--- config.mk ---
export PLATFORM = sky130hd
export DESIGN_NAME = core_trap_monitor
export DESIGN_NICKNAME = d
export VERILOG_FILES = /design/src/verilog/bus_pkg.sv /design/src/verilog/trap_pkg.sv /design/src/verilog/core_trap_monitor.sv /design/src/verilog/violation_reporter.sv /design/src/verilog/obi_bus_checker.sv /design/src/verilog/first_trap_capture.sv /design/src/verilog/trap_event_decoder.sv
export SDC_FILE = /design/constraint.sdc
export NUM_CORES = 1
export LEC_CHECK = 0
export BUFFER_PORTS_ARGS = -buffer_cell sky130_fd_sc_hd__buf_2
export CAP_MARGIN = 30
export CORE_AREA = 2 2 174 176
export CTS_BUF_LIST = sky130_fd_sc_hd__clkbuf_2 sky130_fd_sc_hd__clkbuf_4 sky130_fd_sc_hd__clkbuf_8
export CTS_CLUSTER_DIAMETER = 120
export DETAILED_ROUTE_END_ITERATION = 10
export DIE_AREA = 0 0 176 178
export GPL_TIMING_DRIVEN = 0
export PLACE_DENSITY = 0.56
export SETUP_SLACK_MARGIN = 0.02
export SKIP_LAST_GASP = 1
export SLEW_MARGIN = 20
export SYNTH_ARGS = -nofsm -noshare
export SYNTH_HDL_FRONTEND = slang
export SYNTH_SLANG_ARGS = --single-unit
--- constraint.sdc ---
create_clock -name clk -period 4.9 [get_ports clk]
set_input_delay 1.225 -clock clk [delete_from_list [all_inputs] [get_ports clk]]
set_output_delay 1.225 -clock clk [all_outputs]
set_load 0.02 [all_outputs]
--- src/verilog/bus_pkg.sv ---
// OBI instruction and data bus observation types for the trap monitor
`default_nettype none

package bus_pkg;

  // OBI memtype attribute, bit 0 marks a bufferable access
  typedef logic [1:0] memtype_t;

  localparam int unsigned MEMTYPE_BUF_BIT = 0;

  // Width of the atomic operation code
  localparam int unsigned ATOP_W = 6;

  // Instruction fetch request as driven by the core
  typedef struct packed {
    logic        req;
    logic [31:0] addr;
    memtype_t    memtype;
  } instr_req_t;

  // Data request with the grant from the memory side
  // A nonzero atop marks an atomic access
  typedef struct packed {
    logic              req;
    logic              gnt;
    logic              we;
    logic [ATOP_W-1:0] atop;
    memtype_t          memtype;
  } data_req_t;

  // Data response phase
  typedef struct packed {
    logic rvalid;
  } data_rsp_t;

endpackage

`default_nettype wire

--- src/verilog/trap_pkg.sv ---
// Trap monitor definitions for retire records, cause saves, trap events and violation flags
`default_nettype none

package trap_pkg;

  // Byte address as seen in PC and mepc
  typedef logic [31:0] addr_t;

  // Number of tracked exception kinds
  localparam int unsigned NUM_TRAP_KINDS = 4;

  // Exception kinds, also used as index into every per-kind vector
  typedef enum logic [1:0] {
    KIND_ILLEGAL     = 2'd0,
    KIND_ECALL       = 2'd1,
    KIND_EBREAK      = 2'd2,
    KIND_INSTR_FAULT = 2'd3
  } trap_kind_e;

  // Machine mode exception codes as written to mcause
  localparam logic [4:0] EXC_INSTR_FAULT = 5'd1;
  localparam logic [4:0] EXC_ILLEGAL     = 5'd2;
  localparam logic [4:0] EXC_BREAKPOINT  = 5'd3;
  localparam logic [4:0] EXC_ECALL_M     = 5'd11;

  // Instruction leaving writeback together with its trap flags
  typedef struct packed {
    logic  valid;
    addr_t pc;
    logic  illegal;
    logic  ecall;
    logic  ebreak;
    logic  bus_err;
  } wb_retire_t;

  // Cause save strobe from the CSR file with the value written to mepc
  typedef struct packed {
    logic       save;
    logic       irq;
    logic [4:0] code;
    addr_t      mepc;
  } cause_save_t;

  // One classified trap observation
  typedef struct packed {
    logic       valid;
    trap_kind_e kind;
    addr_t      addr;
  } trap_event_t;

  // First observation of each kind
  typedef struct packed {
    logic  [NUM_TRAP_KINDS-1:0] found;
    addr_t [NUM_TRAP_KINDS-1:0] addr;
  } trap_record_t;

  // Violation flags, listed from the highest bit down
  // Bit index 0 to 3 is the mepc mismatch per kind, then 4 up to 8 for the bus rules
  typedef struct packed {
    logic                      atomic_ordering;
    logic                      atomic_bufferable;
    logic                      load_bufferable;
    logic                      fetch_bufferable;
    logic                      fetch_misaligned;
    logic [NUM_TRAP_KINDS-1:0] mepc_mismatch;
  } viol_t;

  localparam int unsigned VIOL_W = $bits(viol_t);

  // Index of a violation bit
  typedef logic [3:0] viol_idx_t;

endpackage

`default_nettype wire
--- src/verilog/core_trap_monitor.sv ---
// Core trap monitor checking mepc on exceptions and OBI bus rules with sticky error flags
`timescale 1ns/1ps
`default_nettype none

module core_trap_monitor #(
  parameter bit          ATOMIC_EN = 1'b1,
  parameter int unsigned CNT_W     = 2
) (
  input  logic                  clk,
  input  logic                  rst_ni,
  input  trap_pkg::wb_retire_t  wb_i,
  input  logic                  irq_ack_i,
  input  trap_pkg::cause_save_t cause_i,
  input  bus_pkg::instr_req_t   instr_i,
  input  bus_pkg::data_req_t    data_req_i,
  input  bus_pkg::data_rsp_t    data_rsp_i,
  output trap_pkg::viol_t       viol_o,
  output logic                  error_o,
  output trap_pkg::viol_idx_t   first_viol_o
);

  trap_pkg::trap_event_t  exp_evt;
  trap_pkg::trap_event_t  act_evt;
  trap_pkg::trap_record_t exp_rec;
  trap_pkg::trap_record_t act_rec;
  trap_pkg::viol_t        bus_viol;

  //////////////////////////////////////////////////////////////////////
  // Trap path
  //////////////////////////////////////////////////////////////////////

  trap_event_decoder trap_event_decoder_inst (
    .wb_i      (wb_i),
    .irq_ack_i (irq_ack_i),
    .cause_i   (cause_i),
    .exp_evt_o (exp_evt),
    .act_evt_o (act_evt)
  );

  // Expected addresses come from the retiring PC
  first_trap_capture exp_capture_inst (
    .clk    (clk),
    .rst_ni (rst_ni),
    .evt_i  (exp_evt),
    .rec_o  (exp_rec)
  );

  // Actual addresses come from the mepc write
  first_trap_capture act_capture_inst (
    .clk    (clk),
    .rst_ni (rst_ni),
    .evt_i  (act_evt),
    .rec_o  (act_rec)
  );

  // Bus path
  obi_bus_checker #(
    .ATOMIC_EN (ATOMIC_EN),
    .CNT_W     (CNT_W)
  ) obi_bus_checker_inst (
    .clk        (clk),
    .rst_ni     (rst_ni),
    .instr_i    (instr_i),
    .data_req_i (data_req_i),
    .data_rsp_i (data_rsp_i),
    .viol_o     (bus_viol)
  );

  violation_reporter violation_reporter_inst (
    .clk          (clk),
    .rst_ni       (rst_ni),
    .exp_rec_i    (exp_rec),
    .act_rec_i    (act_rec),
    .bus_viol_i   (bus_viol),
    .viol_o       (viol_o),
    .error_o      (error_o),
    .first_viol_o (first_viol_o)
  );

endmodule

`default_nettype wire

--- src/verilog/violation_reporter.sv ---
// Violation reporter comparing trap records and keeping sticky violation flags
`timescale 1ns/1ps
`default_nettype none

module violation_reporter (
  input  logic                   clk,
  input  logic                   rst_ni,
  input  trap_pkg::trap_record_t exp_rec_i,
  input  trap_pkg::trap_record_t act_rec_i,
  input  trap_pkg::viol_t        bus_viol_i,
  output trap_pkg::viol_t        viol_o,
  output logic                   error_o,
  output trap_pkg::viol_idx_t    first_viol_o
);

  logic [trap_pkg::NUM_TRAP_KINDS-1:0] mismatch;
  trap_pkg::viol_t                     raise;
  logic [trap_pkg::VIOL_W-1:0]         raise_vec;
  logic [trap_pkg::VIOL_W-1:0]         viol_q;
  trap_pkg::viol_idx_t                 first_idx_d;
  trap_pkg::viol_idx_t                 first_idx_q;

  // A kind mismatches once both sides have seen it and the addresses differ
  always_comb begin
    for (int k = 0; k < trap_pkg::NUM_TRAP_KINDS; k++) begin
      mismatch[k] = exp_rec_i.found[k] & act_rec_i.found[k] &
                    (exp_rec_i.addr[k] != act_rec_i.addr[k]);
    end
  end

  // Bus pulses are merged with the mepc comparison into one raise vector
  always_comb begin
    raise               = bus_viol_i;
    raise.mepc_mismatch = bus_viol_i.mepc_mismatch | mismatch;
  end

  assign raise_vec = raise;

  // Lowest raised index wins when several bits go up together
  always_comb begin
    first_idx_d = '0;
    for (int i = trap_pkg::VIOL_W - 1; i >= 0; i--) begin
      if (raise_vec[i]) begin
        first_idx_d = trap_pkg::viol_idx_t'(i);
      end
    end
  end

  //////////////////////////////////////////////////////////////////////
  // Sticky state
  //////////////////////////////////////////////////////////////////////

  always_ff @(posedge clk, negedge rst_ni) begin
    if (!rst_ni) begin
      viol_q      <= '0;
      first_idx_q <= '0;
    end else begin
      viol_q <= viol_q | raise_vec;
      // The index is taken only on the edge where the first bit rises
      if ((viol_q == '0) && (raise_vec != '0)) begin
        first_idx_q <= first_idx_d;
      end
    end
  end

  assign viol_o       = viol_q;
  assign error_o      = |viol_q;
  assign first_viol_o = first_idx_q;

  // The reported first violation must be one of the sticky bits
  a_first_is_set : assert property (
    @(posedge clk) disable iff (!rst_ni)
    error_o |-> viol_q[first_idx_q]
  ) else $error("First violation index %0d points to a clear bit", first_idx_q);

endmodule

`default_nettype wire

--- src/verilog/obi_bus_checker.sv ---
// OBI bus checker for fetch attributes, data attributes and outstanding transaction order
`timescale 1ns/1ps
`default_nettype none

module obi_bus_checker #(
  parameter bit          ATOMIC_EN = 1'b1,
  parameter int unsigned CNT_W     = 2
) (
  input  logic                 clk,
  input  logic                 rst_ni,
  input  bus_pkg::instr_req_t  instr_i,
  input  bus_pkg::data_req_t   data_req_i,
  input  bus_pkg::data_rsp_t   data_rsp_i,
  output trap_pkg::viol_t      viol_o
);

  //////////////////////////////////////////////////////////////////////
  // Outstanding data transactions
  //////////////////////////////////////////////////////////////////////

  logic             cnt_up;
  logic             cnt_dn;
  logic             cnt_zero;
  logic [CNT_W-1:0] cnt_d;
  logic [CNT_W-1:0] cnt_q;

  // Address phase ends with the grant, response phase with rvalid
  assign cnt_up   = data_req_i.req & data_req_i.gnt;
  assign cnt_dn   = data_rsp_i.rvalid;
  assign cnt_zero = (cnt_q == '0);

  always_comb begin
    cnt_d = cnt_q;
    case ({cnt_up, cnt_dn})
      2'b10: cnt_d = cnt_q + CNT_W'(1);
      // A response with nothing outstanding is flagged and the count stays at zero
      2'b01: cnt_d = cnt_zero ? cnt_q : cnt_q - CNT_W'(1);
      default: cnt_d = cnt_q;
    endcase
  end

  always_ff @(posedge clk, negedge rst_ni) begin
    if (!rst_ni) begin
      cnt_q <= '0;
    end else begin
      cnt_q <= cnt_d;
    end
  end

  //////////////////////////////////////////////////////////////////////
  // Attribute and ordering rules
  //////////////////////////////////////////////////////////////////////

  logic atomic_req;
  logic atomic_buf;
  logic atomic_ord;

  assign atomic_req = data_req_i.req & (|data_req_i.atop);

  if (ATOMIC_EN) begin : gen_atomic
    // Atomics need an empty pipeline and a non-bufferable region
    assign atomic_buf = atomic_req & data_req_i.memtype[bus_pkg::MEMTYPE_BUF_BIT];
    assign atomic_ord = (atomic_req & ~cnt_zero) | (data_rsp_i.rvalid & cnt_zero);
  end else begin : gen_no_atomic
    // Without atomic support any atomic request is illegal
    assign atomic_buf = 1'b0;
    assign atomic_ord = atomic_req;
  end

  always_comb begin
    viol_o                   = '0;
    viol_o.fetch_misaligned  = instr_i.req & (instr_i.addr[1:0] != 2'b00);
    viol_o.fetch_bufferable  = instr_i.req & instr_i.memtype[bus_pkg::MEMTYPE_BUF_BIT];
    viol_o.load_bufferable   = data_req_i.req & ~data_req_i.we &
                               data_req_i.memtype[bus_pkg::MEMTYPE_BUF_BIT];
    viol_o.atomic_bufferable = atomic_buf;
    viol_o.atomic_ordering   = atomic_ord;
  end

  // The core never has enough requests in flight to fill the counter
  a_cnt_below_max : assert property (
    @(posedge clk) disable iff (!rst_ni)
    cnt_q != {CNT_W{1'b1}}
  ) else $error("Outstanding counter reached its maximum value");

endmodule

`default_nettype wire

--- src/verilog/first_trap_capture.sv ---
// First trap capture holding the earliest event address of every exception kind
`timescale 1ns/1ps
`default_nettype none

module first_trap_capture (
  input  logic                   clk,
  input  logic                   rst_ni,
  input  trap_pkg::trap_event_t  evt_i,
  output trap_pkg::trap_record_t rec_o
);

  logic           [trap_pkg::NUM_TRAP_KINDS-1:0] found_q;
  trap_pkg::addr_t [trap_pkg::NUM_TRAP_KINDS-1:0] addr_q;
  logic                                          capture;

  // Only the first event of a kind is taken, later ones leave the record alone
  assign capture = evt_i.valid & ~found_q[evt_i.kind];

  always_ff @(posedge clk, negedge rst_ni) begin
    if (!rst_ni) begin
      found_q <= '0;
    end else if (capture) begin
      found_q[evt_i.kind] <= 1'b1;
    end
  end

  // Address storage follows the found flag of the same kind
  always_ff @(posedge clk) begin
    if (capture) begin
      addr_q[evt_i.kind] <= evt_i.addr;
    end
  end

  assign rec_o.found = found_q;
  assign rec_o.addr  = addr_q;

  //////////////////////////////////////////////////////////////////////
  // Record stability
  //////////////////////////////////////////////////////////////////////

  // Once found, a kind keeps its flag and its address until reset
  for (genvar k = 0; k < trap_pkg::NUM_TRAP_KINDS; k++) begin : gen_hold_chk
    a_record_held : assert property (
      @(posedge clk) disable iff (!rst_ni)
      found_q[k] |=> (found_q[k] && $stable(addr_q[k]))
    ) else $error("Trap record of kind %0d changed after capture", k);
  end

endmodule

`default_nettype wire

--- src/verilog/trap_event_decoder.sv ---
// Trap event decoder classifying retired instructions and cause saves into exception kinds
`timescale 1ns/1ps
`default_nettype none

module trap_event_decoder (
  input  trap_pkg::wb_retire_t  wb_i,
  input  logic                  irq_ack_i,
  input  trap_pkg::cause_save_t cause_i,
  output trap_pkg::trap_event_t exp_evt_o,
  output trap_pkg::trap_event_t act_evt_o
);

  //////////////////////////////////////////////////////////////////////
  // Expected side from the writeback stage
  //////////////////////////////////////////////////////////////////////

  logic wb_has_trap;

  // Any trap flag makes the retiring instruction an exception candidate
  assign wb_has_trap = wb_i.bus_err | wb_i.illegal | wb_i.ecall | wb_i.ebreak;

  always_comb begin
    exp_evt_o.valid = wb_i.valid & ~irq_ack_i & wb_has_trap;
    exp_evt_o.addr  = wb_i.pc;
    // A fetch fault wins over anything decoded from the faulty word
    if (wb_i.bus_err) begin
      exp_evt_o.kind = trap_pkg::KIND_INSTR_FAULT;
    end else if (wb_i.illegal) begin
      exp_evt_o.kind = trap_pkg::KIND_ILLEGAL;
    end else if (wb_i.ecall) begin
      exp_evt_o.kind = trap_pkg::KIND_ECALL;
    end else begin
      exp_evt_o.kind = trap_pkg::KIND_EBREAK;
    end
  end

  //////////////////////////////////////////////////////////////////////
  // Actual side from the cause save
  //////////////////////////////////////////////////////////////////////

  logic cause_known;

  always_comb begin
    cause_known    = 1'b1;
    act_evt_o.kind = trap_pkg::KIND_ILLEGAL;
    case (cause_i.code)
      trap_pkg::EXC_ILLEGAL:     act_evt_o.kind = trap_pkg::KIND_ILLEGAL;
      trap_pkg::EXC_ECALL_M:     act_evt_o.kind = trap_pkg::KIND_ECALL;
      trap_pkg::EXC_BREAKPOINT:  act_evt_o.kind = trap_pkg::KIND_EBREAK;
      trap_pkg::EXC_INSTR_FAULT: act_evt_o.kind = trap_pkg::KIND_INSTR_FAULT;
      default:                   cause_known = 1'b0;
    endcase
  end

  // Saves carrying the interrupt bit belong to interrupt entry and are skipped
  assign act_evt_o.valid = cause_i.save & ~cause_i.irq & cause_known;
  assign act_evt_o.addr  = cause_i.mepc;

endmodule

`default_nettype wire

==> summary.md, run 1 <==
| Metric | Value |
|---|---|
| Status | `complete, no violations` |
| Synth Instances | `roughly 540` |
| Initial antenna violation count | `7` |
| R2r endpoint | `violation_reporter_inst.first_viol_o[0]$_DFFE_PN0P_` |
| Worst Tran Pin Value | `approximately 0.9 ns` |
| DP Area | `11,620 um^2` |
| CTS tree | `built` |
| Via-to-Cell Ratio | `about 4.5` |
| Final nets | `847` |
| Tot Pwr | `~4.8 mW` |
| Leading area contributor after synthesis | `edfxtp_1` |
| Chip width | `176 um` |
| Clock Tree Root | `clkbuf_8` |
| Crit path DAT | `3.47 ns` |
| Global-route wire length before repair | `33.75 mm` |
| CTS H-tree depth | `2` |
| Routability congestion estimate | `0.8657` |
| Total CTS buffers | `44` |
| Commonest non-fill, non-tap cell in the layout | `edfxtp_1` |
| First-iteration detailed-routing DRC count | `around 360` |
| Post-DRT Antenna Nets | `0` |
| Synth Register Bits | `279` |
| Chip height | `178 um` |
| Slowest stage cell on the critical path | `nor3b_2` |
| CTS clk-pin slew, worst paths | `approximately 0.06 ns` |
| Largest cells by area after synthesis | `edfxtp_1, xnor2_1, dfrtp_1` |
| Hold-fix buffers, CTS | `0` |
| Number of enable flip-flop cells after synthesis | `256` |
| Crit Path Max Fanout | `8` |
| Pwr Density | `about 380 nW/um^2` |
| Clock Latency Late Sink | `0.55 ns` |
| Syn Std Cell Area | `between 10,000 and 15,000 um^2` |
| Area Overhead vs Synth | `22.42%` |
| Register area share after synthesis | `80.97%` |
| Final Max Tran Viols | `0` |
| WHS Path Cells | `2` |
| Pre-CTS WS | `roughly 1.1 ns` |
| Most frequent cells in the layout | `edfxtp_1, xnor2_1, buf_2` |
| PortBufs | `107` |
| Design Area, Final | `12,490 um^2` |
| Most used cell, CP | `buf_6` |
| Worst r2r path cells | `7` |
| Core footprint | `about 29,000 um^2` |
| HP Start | `violation_reporter_inst.first_viol_o[3]$_DFFE_PN0P_` |
| Row cnt | `63` |
| Post-CTS Setup Inserts | `0` |
| DR vias | `approximately 5,200` |
| Synth async-reset ratio | `8.244%` |
| Setup crit end kind | `register` |
| CP Buf/Inv Count | `4` |
| Crit Path Category | `input pin to register` |
| GR Overflow Total | `0` |
| GRT Total Usage | `14.61%` |
| Distinct cells, synth | `35` |
| Post-synth top area share | `roughly 75%` |
| Crit-path leading delay family | `simple AND/OR/NAND/NOR gates` |
| Total Wirelength | `between 20 and 25 mm` |
| Drt wl/cell | `between 15 and 20 um` |
| I/O Pins | `140` |
| Total of max-cap violations | `0` |
| Mean post-synth cell area | `approximately 19 um^2` |
| CTS max path bufs | `3` |
| Slew HR | `between 40% and 50%` |
| CP Cell Sequence | `buf_2 > nor2_1 > nand3b_1 > nor3_1 > and3_1 > nor3b_2 > buf_6 > buf_6 > buf_4` |
| Detailed Routing Iterations Pass 1 | `4` |
| Mapped Nets | `664` |
| Post-Route Skew | `roughly 0.023 ns` |
| HP Class | `register to register` |
| Largest net degree at the start of global routing | `24` |
| Worst r2r src | `act_capture_inst.rec_o[40]$_DFFE_PP_` |
| Worst reg2reg setup slack | `2.20 ns` |
| RSZ-0062 raised after global routing | `no` |
| Worst-case vdd ir drop | `~0.15 mV` |
| Max incr delay on CP | `between 0.6 and 0.7 ns` |
| Setup violators final | `0` |
| Critical Path Start Type | `input pin` |
| Worst Slack Setup Final | `1.682 ns` |
| Hold Crit Endpoint | `violation_reporter_inst.first_viol_o[3]$_DFFE_PN0P_` |
| Cts repair resizes | `0` |
| Dpl hpwl | `about 17 mm` |
| Hold Vio Cnt, Final | `0` |
| Syn. warnings | `0` |
| Clock sink count | `279` |
| Initial core utilization | `between 30% and 40%` |
| Most used DFF post-synth | `edfxtp_1` |
| Final min period | `~3.2 ns` |
| Vias in the first global route | `between 5,000 and 6,000` |
| Final Cycle Share | `about two thirds` |
| Layout cells sized above 1 | `29.40%` |
| Lkg Pwr | `between 4 and 5 nW` |
| Die Area | `between 30,000 and 40,000 um^2` |
| FMAX | `between 300 and 400 MHz` |
| DR DRC count | `0` |
| CP required | `between 5 and 6 ns` |
final cells by class:
type	instances	area (um^2)
clock buffers	65	794.5
clock inverters	15	68.82
multi-input cells	255	1993
inverters	4	15.01
flip-flops and latches	279	8263
well taps	390	488.0
fillers	2594	16910
repair buffers	137	858.3
diodes	5	12.51
worst max-delay path by stage:
stage	endpoint	cells past startpoint	start	slack (ns)
after floorplan	act_capture_inst.rec_o[100]$_DFFE_PP_	6	cause_i[33]	0.14
after global placement	act_capture_inst.rec_o[86]$_DFFE_PP_	7	cause_i[33]	-2.95
after detailed placement	act_capture_inst.rec_o[86]$_DFFE_PP_	9	cause_i[36]	1.14
after CTS	act_capture_inst.rec_o[90]$_DFFE_PP_	9	cause_i[36]	1.71
after global routing	act_capture_inst.rec_o[90]$_DFFE_PP_	9	cause_i[36]	1.55
final	act_capture_inst.rec_o[90]$_DFFE_PP_	9	cause_i[36]	1.68
synthesized netlist by cell type, types with 6 or more instances:
master,number
a21oi_1,9
nor4_1,7
or2_1,12
xnor2_1,128
nor3b_1,6
edfxtp_1,256
nand2_1,9
nand4_1,32
nor2_1,9
dfrtp_1,23
report_power, final:
part	total (mW)	switching, mW	internal, mW
Combinational	0.211	0.127	0.0844
Sequential	2.69	0.0368	2.65
Clock	1.87	0.836	1.04
Total	4.78	0.999	3.78
tightest hold or removal path: stages (launching register included):
cell and delay [ns]:
dfrtp_1 0.33, nor2_1 0.05, nor2_1 0.07
registers in the layout (all words and copies together) (netlist names):
name	cells
act_capture_inst.found_q	4
act_capture_inst.rec_o	128
exp_capture_inst.found_q	4
exp_capture_inst.rec_o	128
obi_bus_checker_inst.cnt_q	2
violation_reporter_inst.first_viol_o	4
violation_reporter_inst.viol_o	9
kinds of logic after synthesis:
group           count (synthesis)  synth area share [%]
simple gates                   99                 6.045
buf+inv                         4                0.1471
compound gates                 25                 1.533
mux                             3                0.3188
flops                         279                 80.97
xor+xnor                      128                 10.99
through the flow:
stage	TNS (ns)	util, %	hold slack, ns	instances
after floorplan	0	-	0.4506	538
after global placement	-466.95	38.23	0.4798	1035
after detailed placement	0	39.51	0.4828	1065
after CTS	0	42.45	0.4973	1145
after global routing	0	42.47	0.5199	1147
final	0	42.49	0.4953	1150
metal layers:
| metal | track usage [%] | part of all wire, % | up-vias |
|---|---|---|---|
| met5 | 0 | 0.11 | - |
| met4 | 4.787 | 1.9 | 4 |
| met3 | 3.772 | 7.0 | 39 |
| met2 | 23.06 | 46 | 183 |
| met1 | 19.83 | 45 | 2560 |
| li1 | - | - | 2425 |
Power figures use the tool's default switching activity.
==> run 2, diff against run 1 <==
==> constraint.sdc (replaced) <==
create_clock -name clk -period 3.25 [get_ports clk]
set_input_delay 0.8125 -clock clk [delete_from_list [all_inputs] [get_ports clk]]
set_output_delay 0.8125 -clock clk [all_outputs]
set_load 0.02 [all_outputs]
==> run 2 against run 1 <==
Net effect:
- sequential share of layout area is essentially flat
- sequential power grew 51%
- routed wire length shrank 1.8%
- critical path type unchanged
- combinational power grew 50%
- cell count shrank 0.78%
==> summary.md, run 2 (same netlist as run 1, synthesis figures left out) <==
| Metric | Value |
|---|---|
| Status | `complete, no violations` |
| FMAX | `about 370 MHz` |
| Largest net degree at the start of global routing | `24 (unchanged)` |
| Initial antenna violation count | `6 (-1)` |
| Slew HR | `52.78% (+11 points)` |
| Worst reg2reg setup slack | `0.55 ns (-1.65 ns)` |
| Tot Pwr | `7.156 mW (+50%)` |
| Lkg Pwr | `4.110 nW (about the same)` |
| Post-DRT Antenna Nets | `0 (unchanged)` |
| CTS clk-pin slew, worst paths | `0.06 ns (about the same)` |
| Pwr Density | `572.6 nW/um^2 (+50%)` |
| Worst Slack Setup Final | `0.5240 ns (-1.158 ns)` |
| HP Class | `input pin to asynchronous set/reset pin` |
| Initial core utilization | `34.71% (unchanged)` |
| Crit path DAT | `2.95 ns (-0.52 ns)` |
| CTS H-tree depth | `2 (unchanged)` |
| Global-route wire length before repair | `32.89 mm (-2.6%)` |
| Most frequent cells in the layout | `edfxtp_1, xnor2_1, buf_2` |
| DP Area | `11,650 um^2 (+0.28%)` |
| CP Cell Sequence | `buf_2 > nor2_1 > nand3b_1 > nor3_1 > and3_1 > nor3b_4 > buf_8 > buf_8` |
| CP required | `3.48 ns (-1.67 ns)` |
| Worst r2r src | `act_capture_inst.rec_o[39]$_DFFE_PP_` |
| Layout cells sized above 1 | `29.09% (-0.32 points)` |
| DR DRC count | `0 (unchanged)` |
| Setup crit end kind | `register` |
| Busiest grt layer | `met2` |
| Total CTS buffers | `44 (unchanged)` |
| DR vias | `5,222 (+0.21%)` |
| Clock Tree Root | `clkbuf_8` |
| Total of max-cap violations | `0 (unchanged)` |
| Total Wirelength | `22.16 mm (-1.8%)` |
| Commonest non-fill, non-tap cell in the layout | `edfxtp_1` |
| Vias in the first global route | `5,661 (+1.5%)` |
| Most used cell, CP | `buf_8` |
| RSZ-0062 raised after global routing | `no` |
| CTS tree | `built` |
| Area Overhead vs Synth | `22.46% (about the same)` |
| GRT Total Usage | `14.27% (-0.34 points)` |
| Worst Tran Pin Value | `0.7053 ns (-0.1716 ns)` |
| Routability congestion estimate | `0.8117 (-6.2%)` |
| GR Overflow Total | `0 (unchanged)` |
| Final min period | `2.726 ns` |
| Critical Path Start Type | `input pin` |
| Crit path launch | `cause_i[36]` |
| First-iteration detailed-routing DRC count | `228 (-37%)` |
| Detailed Routing Iterations Pass 1 | `4 (unchanged)` |
| Clock sink count | `279 (unchanged)` |
| Met3 Track Usage GR | `4.113% (+0.34 points)` |
| Row cnt | `63 (unchanged)` |
| Final Max Tran Viols | `0 (unchanged)` |
| Dpl hpwl | `16.39 mm (-1.6%)` |
| Post-CTS Setup Inserts | `0 (unchanged)` |
| Crit Path Max Fanout | `9 (+1)` |
| Chip width | `176 um (unchanged)` |
| CTS max path bufs | `3 (unchanged)` |
| Final Non-Filler Cells | `1,141 (-0.78%)` |
| Hold Vio Cnt, Final | `0 (unchanged)` |
| Drt wl/cell | `19.43 um (-1.0%)` |
| Core Util, Final | `42.50% (about the same)` |
| GR Layer Usage met2 | `24.33% (+1.3 points)` |
| Max incr delay on CP | `0.63 ns (-0.04 ns)` |
| Design Area, Final | `12,500 um^2 (about the same)` |
| I/O Pins | `140 (unchanged)` |
| Clock Latency Late Sink | `0.54 ns (about the same)` |
| # fillers | `2,588 (-0.23%)` |
| Final Cycle Share | `a little over four fifths` |
| Cts repair resizes | `0 (unchanged)` |
| Pre-CTS WS | `-0.01965 ns (-1.163 ns)` |
| Core footprint | `29,400 um^2 (unchanged)` |
| Setup violators final | `0 (unchanged)` |
| Placed insts | `1,058 (-0.66%)` |
| Routing usage on met1 | `17.58% (-2.3 points)` |
| Final nets | `840 (-0.83%)` |
| Post-Route Skew | `0.02829 ns (+0.005388 ns)` |
| Worst-case vdd ir drop | `0.2282 mV (+55%)` |
| Slowest stage cell on the critical path | `nor3b_4` |
| PortBufs | `107 (unchanged)` |
| Hold-fix buffers, CTS | `0 (unchanged)` |
| Crit Path Category | `input pin to register` |
| Via-to-Cell Ratio | `4.577 (+1.0%)` |
| Chip height | `178 um (unchanged)` |
| Die Area | `31,330 um^2 (unchanged)` |
==> run 2: cell types whose count changed in the layout (fill, tap and decap cells not counted) <==
cell and change:
nor3b_4 +4, clkbuf_4 +3, clkinvlp_4 -2, clkinv_1 -4, clkinv_2 +4, buf_6 +2
buf_4 -16, buf_8 +7, nor3b_2 -4, clkbuf_8 -3
==> run 2: metal layers <==
layer / part of all wire [%] / vias to the layer above
met4: 1.7 / 2
met5: 0.072 / -
met1: 43 / 2601
met3: 6.5 / 37
met2: 49 / 166
li1: - / 2416
==> run 2: area by class of cell <==
| type | count | area, um^2 | area share [%] |
|---|---|---|---|
| Antenna cell | 5 | 12.51 | 0.1001 |
| Tap cell | 390 | 488.0 | 3.905 |
| Clock inverter | 13 | 58.81 | 0.4706 |
| Inverter | 4 | 15.01 | 0.1201 |
| Timing Repair Buffer | 130 | 865.8 | 6.928 |
| Multi-Input combinational cell | 255 | 2018 | 16.15 |
| Clock buffer | 65 | 775.7 | 6.207 |
| Sequential cell | 279 | 8263 | 66.12 |
==> run 2: final timing paths <==
path / endpoint / cells past startpoint
setup / recovery: act_capture_inst.rec_o[79]$_DFFE_PP_ / 8
min in group clk: exp_capture_inst.rec_o[34]$_DFFE_PP_ / 1
hold / removal: obi_bus_checker_inst.cnt_q[1]$_DFFE_PN0P_ / 1
hold reg to reg: violation_reporter_inst.viol_o[8]$_DFF_PN0_ / 1
max in group asynchronous: exp_capture_inst.found_q[2]$_DFFE_PN0P_ / 1
setup reg to reg: violation_reporter_inst.first_viol_o[1]$_DFFE_PN0P_ / 7
==> run 2: power by group <==
part,switching [mW],internal (mW),leakage (nW)
Sequential,0.0578,4.00,2.57
Clock,1.25,1.52,0.457
Combinational,0.188,0.129,1.09
==> run 2: worst max-delay path, delay by kind of cell <==
kind          cells  cell delay (ns)
simple gates      5             1.64
buf+inv           3             0.49
==> run 2: through the flow <==
stage / hold WS [ns] / TNS [ns]
after floorplan: 0.4506 / 0
after global placement: 0.4728 / -304.85
after detailed placement: 0.4866 / -0.2711
after CTS: 0.2458 / 0
after global routing: 0.2747 / 0
final: 0.2575 / 0
==> run 3, diff against run 2 <==
--- a/config.mk
+++ b/config.mk
@@ -13,7 +13,7 @@
 export DETAILED_ROUTE_END_ITERATION = 10
 export DIE_AREA = 0 0 176 178
 export GPL_TIMING_DRIVEN = 0
-export PLACE_DENSITY = 0.56
+export PLACE_DENSITY = 0.58
 export SETUP_SLACK_MARGIN = 0.02
 export SKIP_LAST_GASP = 1
 export SLEW_MARGIN = 20
==> constraint.sdc (replaced) <==
create_clock -name clk -period 2.22 [get_ports clk]
set_input_delay 0.555 -clock clk [delete_from_list [all_inputs] [get_ports clk]]
set_output_delay 0.555 -clock clk [all_outputs]
set_load 0.02 [all_outputs]
==> run 3 against run 2 <==
Net effect:
- the flow now finishes with violations (negative setup slack)
- sequential power is 46% higher
- sequential cell count stayed put
- hold slack worse by 0.028 ns
- largest power group unchanged
- highest routed layer unchanged
==> summary.md, run 3 (same netlist as run 1, synthesis figures left out) <==
| Metric | Value |
|---|---|
| Max incr delay on CP | `0.42 ns (-0.21 ns)` |
| Worst reg2reg setup slack | `-0.07 ns (-0.62 ns)` |
| Setup violators final | `2 (+2)` |
| Total Wirelength | `22.40 mm (+1.0%)` |
| Drt wl/cell | `19.54 um (+0.60%)` |
| Most used cell, CP | `nor4_4` |
| Hold Crit Endpoint | `exp_capture_inst.rec_o[9]$_DFFE_PP_` |
| Worst Slack Setup Final | `-0.07258 ns (-0.5966 ns)` |
| Crit Path Max Fanout | `2 (-7)` |
| PortBufs | `107 (unchanged)` |
| Clock Latency Late Sink | `0.54 ns (about the same)` |
| Slew HR | `50.90% (-1.9 points)` |
| Violated checks | `negative setup slack` |
| Lkg Pwr | `4.286 nW (+4.3%)` |
| CTS max path bufs | `3 (unchanged)` |
| GR Overflow Total | `0 (unchanged)` |
| Final nets | `851 (+1.3%)` |
| First-iteration detailed-routing DRC count | `402 (+76%)` |
| Crit Path Category | `register to register` |
| Worst r2r src | `exp_capture_inst.rec_o[13]$_DFFE_PP_` |
| Post-DRT Antenna Nets | `0 (unchanged)` |
| CTS H-tree depth | `2 (unchanged)` |
| DR DRC count | `0 (unchanged)` |
| Core footprint | `29,400 um^2 (unchanged)` |
| HP Class | `input pin to register` |
| Worst Tran Pin Value | `0.7357 ns (+0.03033 ns)` |
| Initial antenna violation count | `4 (-2)` |
| Dpl hpwl | `16.46 mm (+0.42%)` |
| CTS tree | `built` |
| Vias in the first global route | `5,581 (-1.4%)` |
| Setup crit end kind | `register` |
| Largest net degree at the start of global routing | `24 (unchanged)` |
| Area Overhead vs Synth | `25.21%` |
| Crit-path leading delay family | `simple AND/OR/NAND/NOR gates` |
| # fillers | `2,550 (-1.5%)` |
| Worst-case vdd ir drop | `0.4015 mV (+76%)` |
| Hold Vio Cnt, Final | `0 (unchanged)` |
| HP Start | `wb_i[13]` |
| RSZ-0062 raised after global routing | `yes` |
| Core Util, Final | `43.46% (+0.95 points)` |
| Crit path DAT | `2.71 ns (-0.24 ns)` |
| Initial core utilization | `34.71% (unchanged)` |
| CP Buf/Inv Count | `0 (-3)` |
| Pwr Density | `811.9 nW/um^2 (+42%)` |
| Clock sink count | `279 (unchanged)` |
| Commonest non-fill, non-tap cell in the layout | `edfxtp_1` |
| Most frequent cells in the layout | `edfxtp_1, xnor2_1, buf_2` |
| Critical path depth | `7 (-1)` |
| Final Cycle Share | `103.3%` |
| Row cnt | `63 (unchanged)` |
| WHS Path Cells | `1` |
| Routability congestion estimate | `0.8129 (+0.15%)` |
| Global-route wire length before repair | `33.20 mm (+0.94%)` |
| Slowest stage cell on the critical path | `nor4_4` |
| Critical Path Start Type | `register` |
| CP required | `2.64 ns (-0.84 ns)` |
| Final min period | `about 2.3 ns` |
| CP Cell Sequence | `xnor2_2 > nand4_1 > nor4_4 > a21oi_4 > nor4_4 > a31oi_2 > mux2_1` |
| Layout cells sized above 1 | `31.79% (+2.7 points)` |
| Final Non-Filler Cells | `1,146 (+0.44%)` |
| Post-Route Skew | `0.01987 ns (-0.008424 ns)` |
| Register Area | `8263 um^2 (unchanged)` |
| GRT Total Usage | `14.48% (+0.21 points)` |
| DR vias | `5,236 (+0.27%)` |
| Via-to-Cell Ratio | `4.569 (-0.17%)` |
| Chip height | `178 um (unchanged)` |
| CTS clk-pin slew, worst paths | `0.07 ns (about the same)` |
| I/O Pins | `140 (unchanged)` |
| R2r endpoint | `violation_reporter_inst.first_viol_o[1]$_DFFE_PN0P_` |
| Multi-input logic area | `2247 um^2 (+11%)` |
| Placed insts | `1,058 (unchanged)` |
| Detailed Routing Iterations Pass 1 | `5 (+1)` |
| Final Max Tran Viols | `0 (unchanged)` |
| Chip width | `176 um (unchanged)` |
| Total CTS buffers | `44 (unchanged)` |
| FMAX | `between 400 and 500 MHz` |
| Worst r2r path cells | `7 (unchanged)` |
| Die Area | `31,330 um^2 (unchanged)` |
| Clock Tree Root | `clkbuf_8` |
| Total of max-cap violations | `0 (unchanged)` |
| Status | `finished, violations left` |
run 3: cell count changes in the layout (fill, tap and decap cells not counted), sizes merged:
cell,delta
clkinv,+4
inv,+1
buf,+10
clkbuf,-8
clkinvlp,+1
dlygate4sd3,+1
diode,-4
run 3: cell type report:
cell class	count	area share, %
diodes	1	0.01958
repair buffers	141	7.609
well taps	390	3.819
clock inverters	19	0.6757
clock buffers	57	5.503
inverters	4	0.1175
multi-input cells	255	17.59
flip-flops and latches	279	64.67
run 3: power by group:
part           internal [mW]  switching [mW]
clock network           2.06            1.84
registers               5.86          0.0867
logic                  0.236           0.295
total                   8.16            2.22
run 3: metrics by stage:
stage	area, um^2	setup TNS (ns)	hold slack (ns)	worst slack, ns	power, mW
after CTS	12720	-0.1075	0.1996	-0.05377	10.45
after detailed placement	11670	-59.01	0.4848	-0.6808	6.518
final	12780	-0.1450	0.2300	-0.07258	10.37
after global placement	11340	-330.60	0.4758	-1.800	6.478
after global routing	12770	-0.3407	0.2121	-0.1687	10.76
after floorplan	10310	-45.83	0.2594	-0.4910	6.237
run 3: timing repair:
action                                  4_1_cts  5_1_grt
pin swaps                                    20       12
buffers inserted                              8        2
endpoints found under the setup margin       50       13
gates resized for setup                      23        6
hold buffers                                  1        0
endpoints found under the hold margin        23        0
run 3: routing by layer:
layer / part of all wire [%] / track usage, % / vias up
li1: - / - / 2424
met5: 0.19 / 0 / -
met4: 2.0 / 4.580 / 6
met2: 48 / 23.85 / 182
met1: 43 / 18.91 / 2579
met3: 7.0 / 3.730 / 45
run 3: worst max-delay path by stage:
stage | startpoint | endpoint
global placement | irq_ack_i | exp_capture_inst.rec_o[70]$_DFFE_PP_
finish | exp_capture_inst.rec_o[13]$_DFFE_PP_ | violation_reporter_inst.first_viol_o[1]$_DFFE_PN0P_
floorplan | irq_ack_i | exp_capture_inst.rec_o[64]$_DFFE_PP_
global route | exp_capture_inst.rec_o[16]$_DFFE_PP_ | violation_reporter_inst.first_viol_o[1]$_DFFE_PN0P_
detailed placement | irq_ack_i | exp_capture_inst.rec_o[85]$_DFFE_PP_
CTS | act_capture_inst.rec_o[5]$_DFFE_PP_ | violation_reporter_inst.first_viol_o[1]$_DFFE_PN0P_
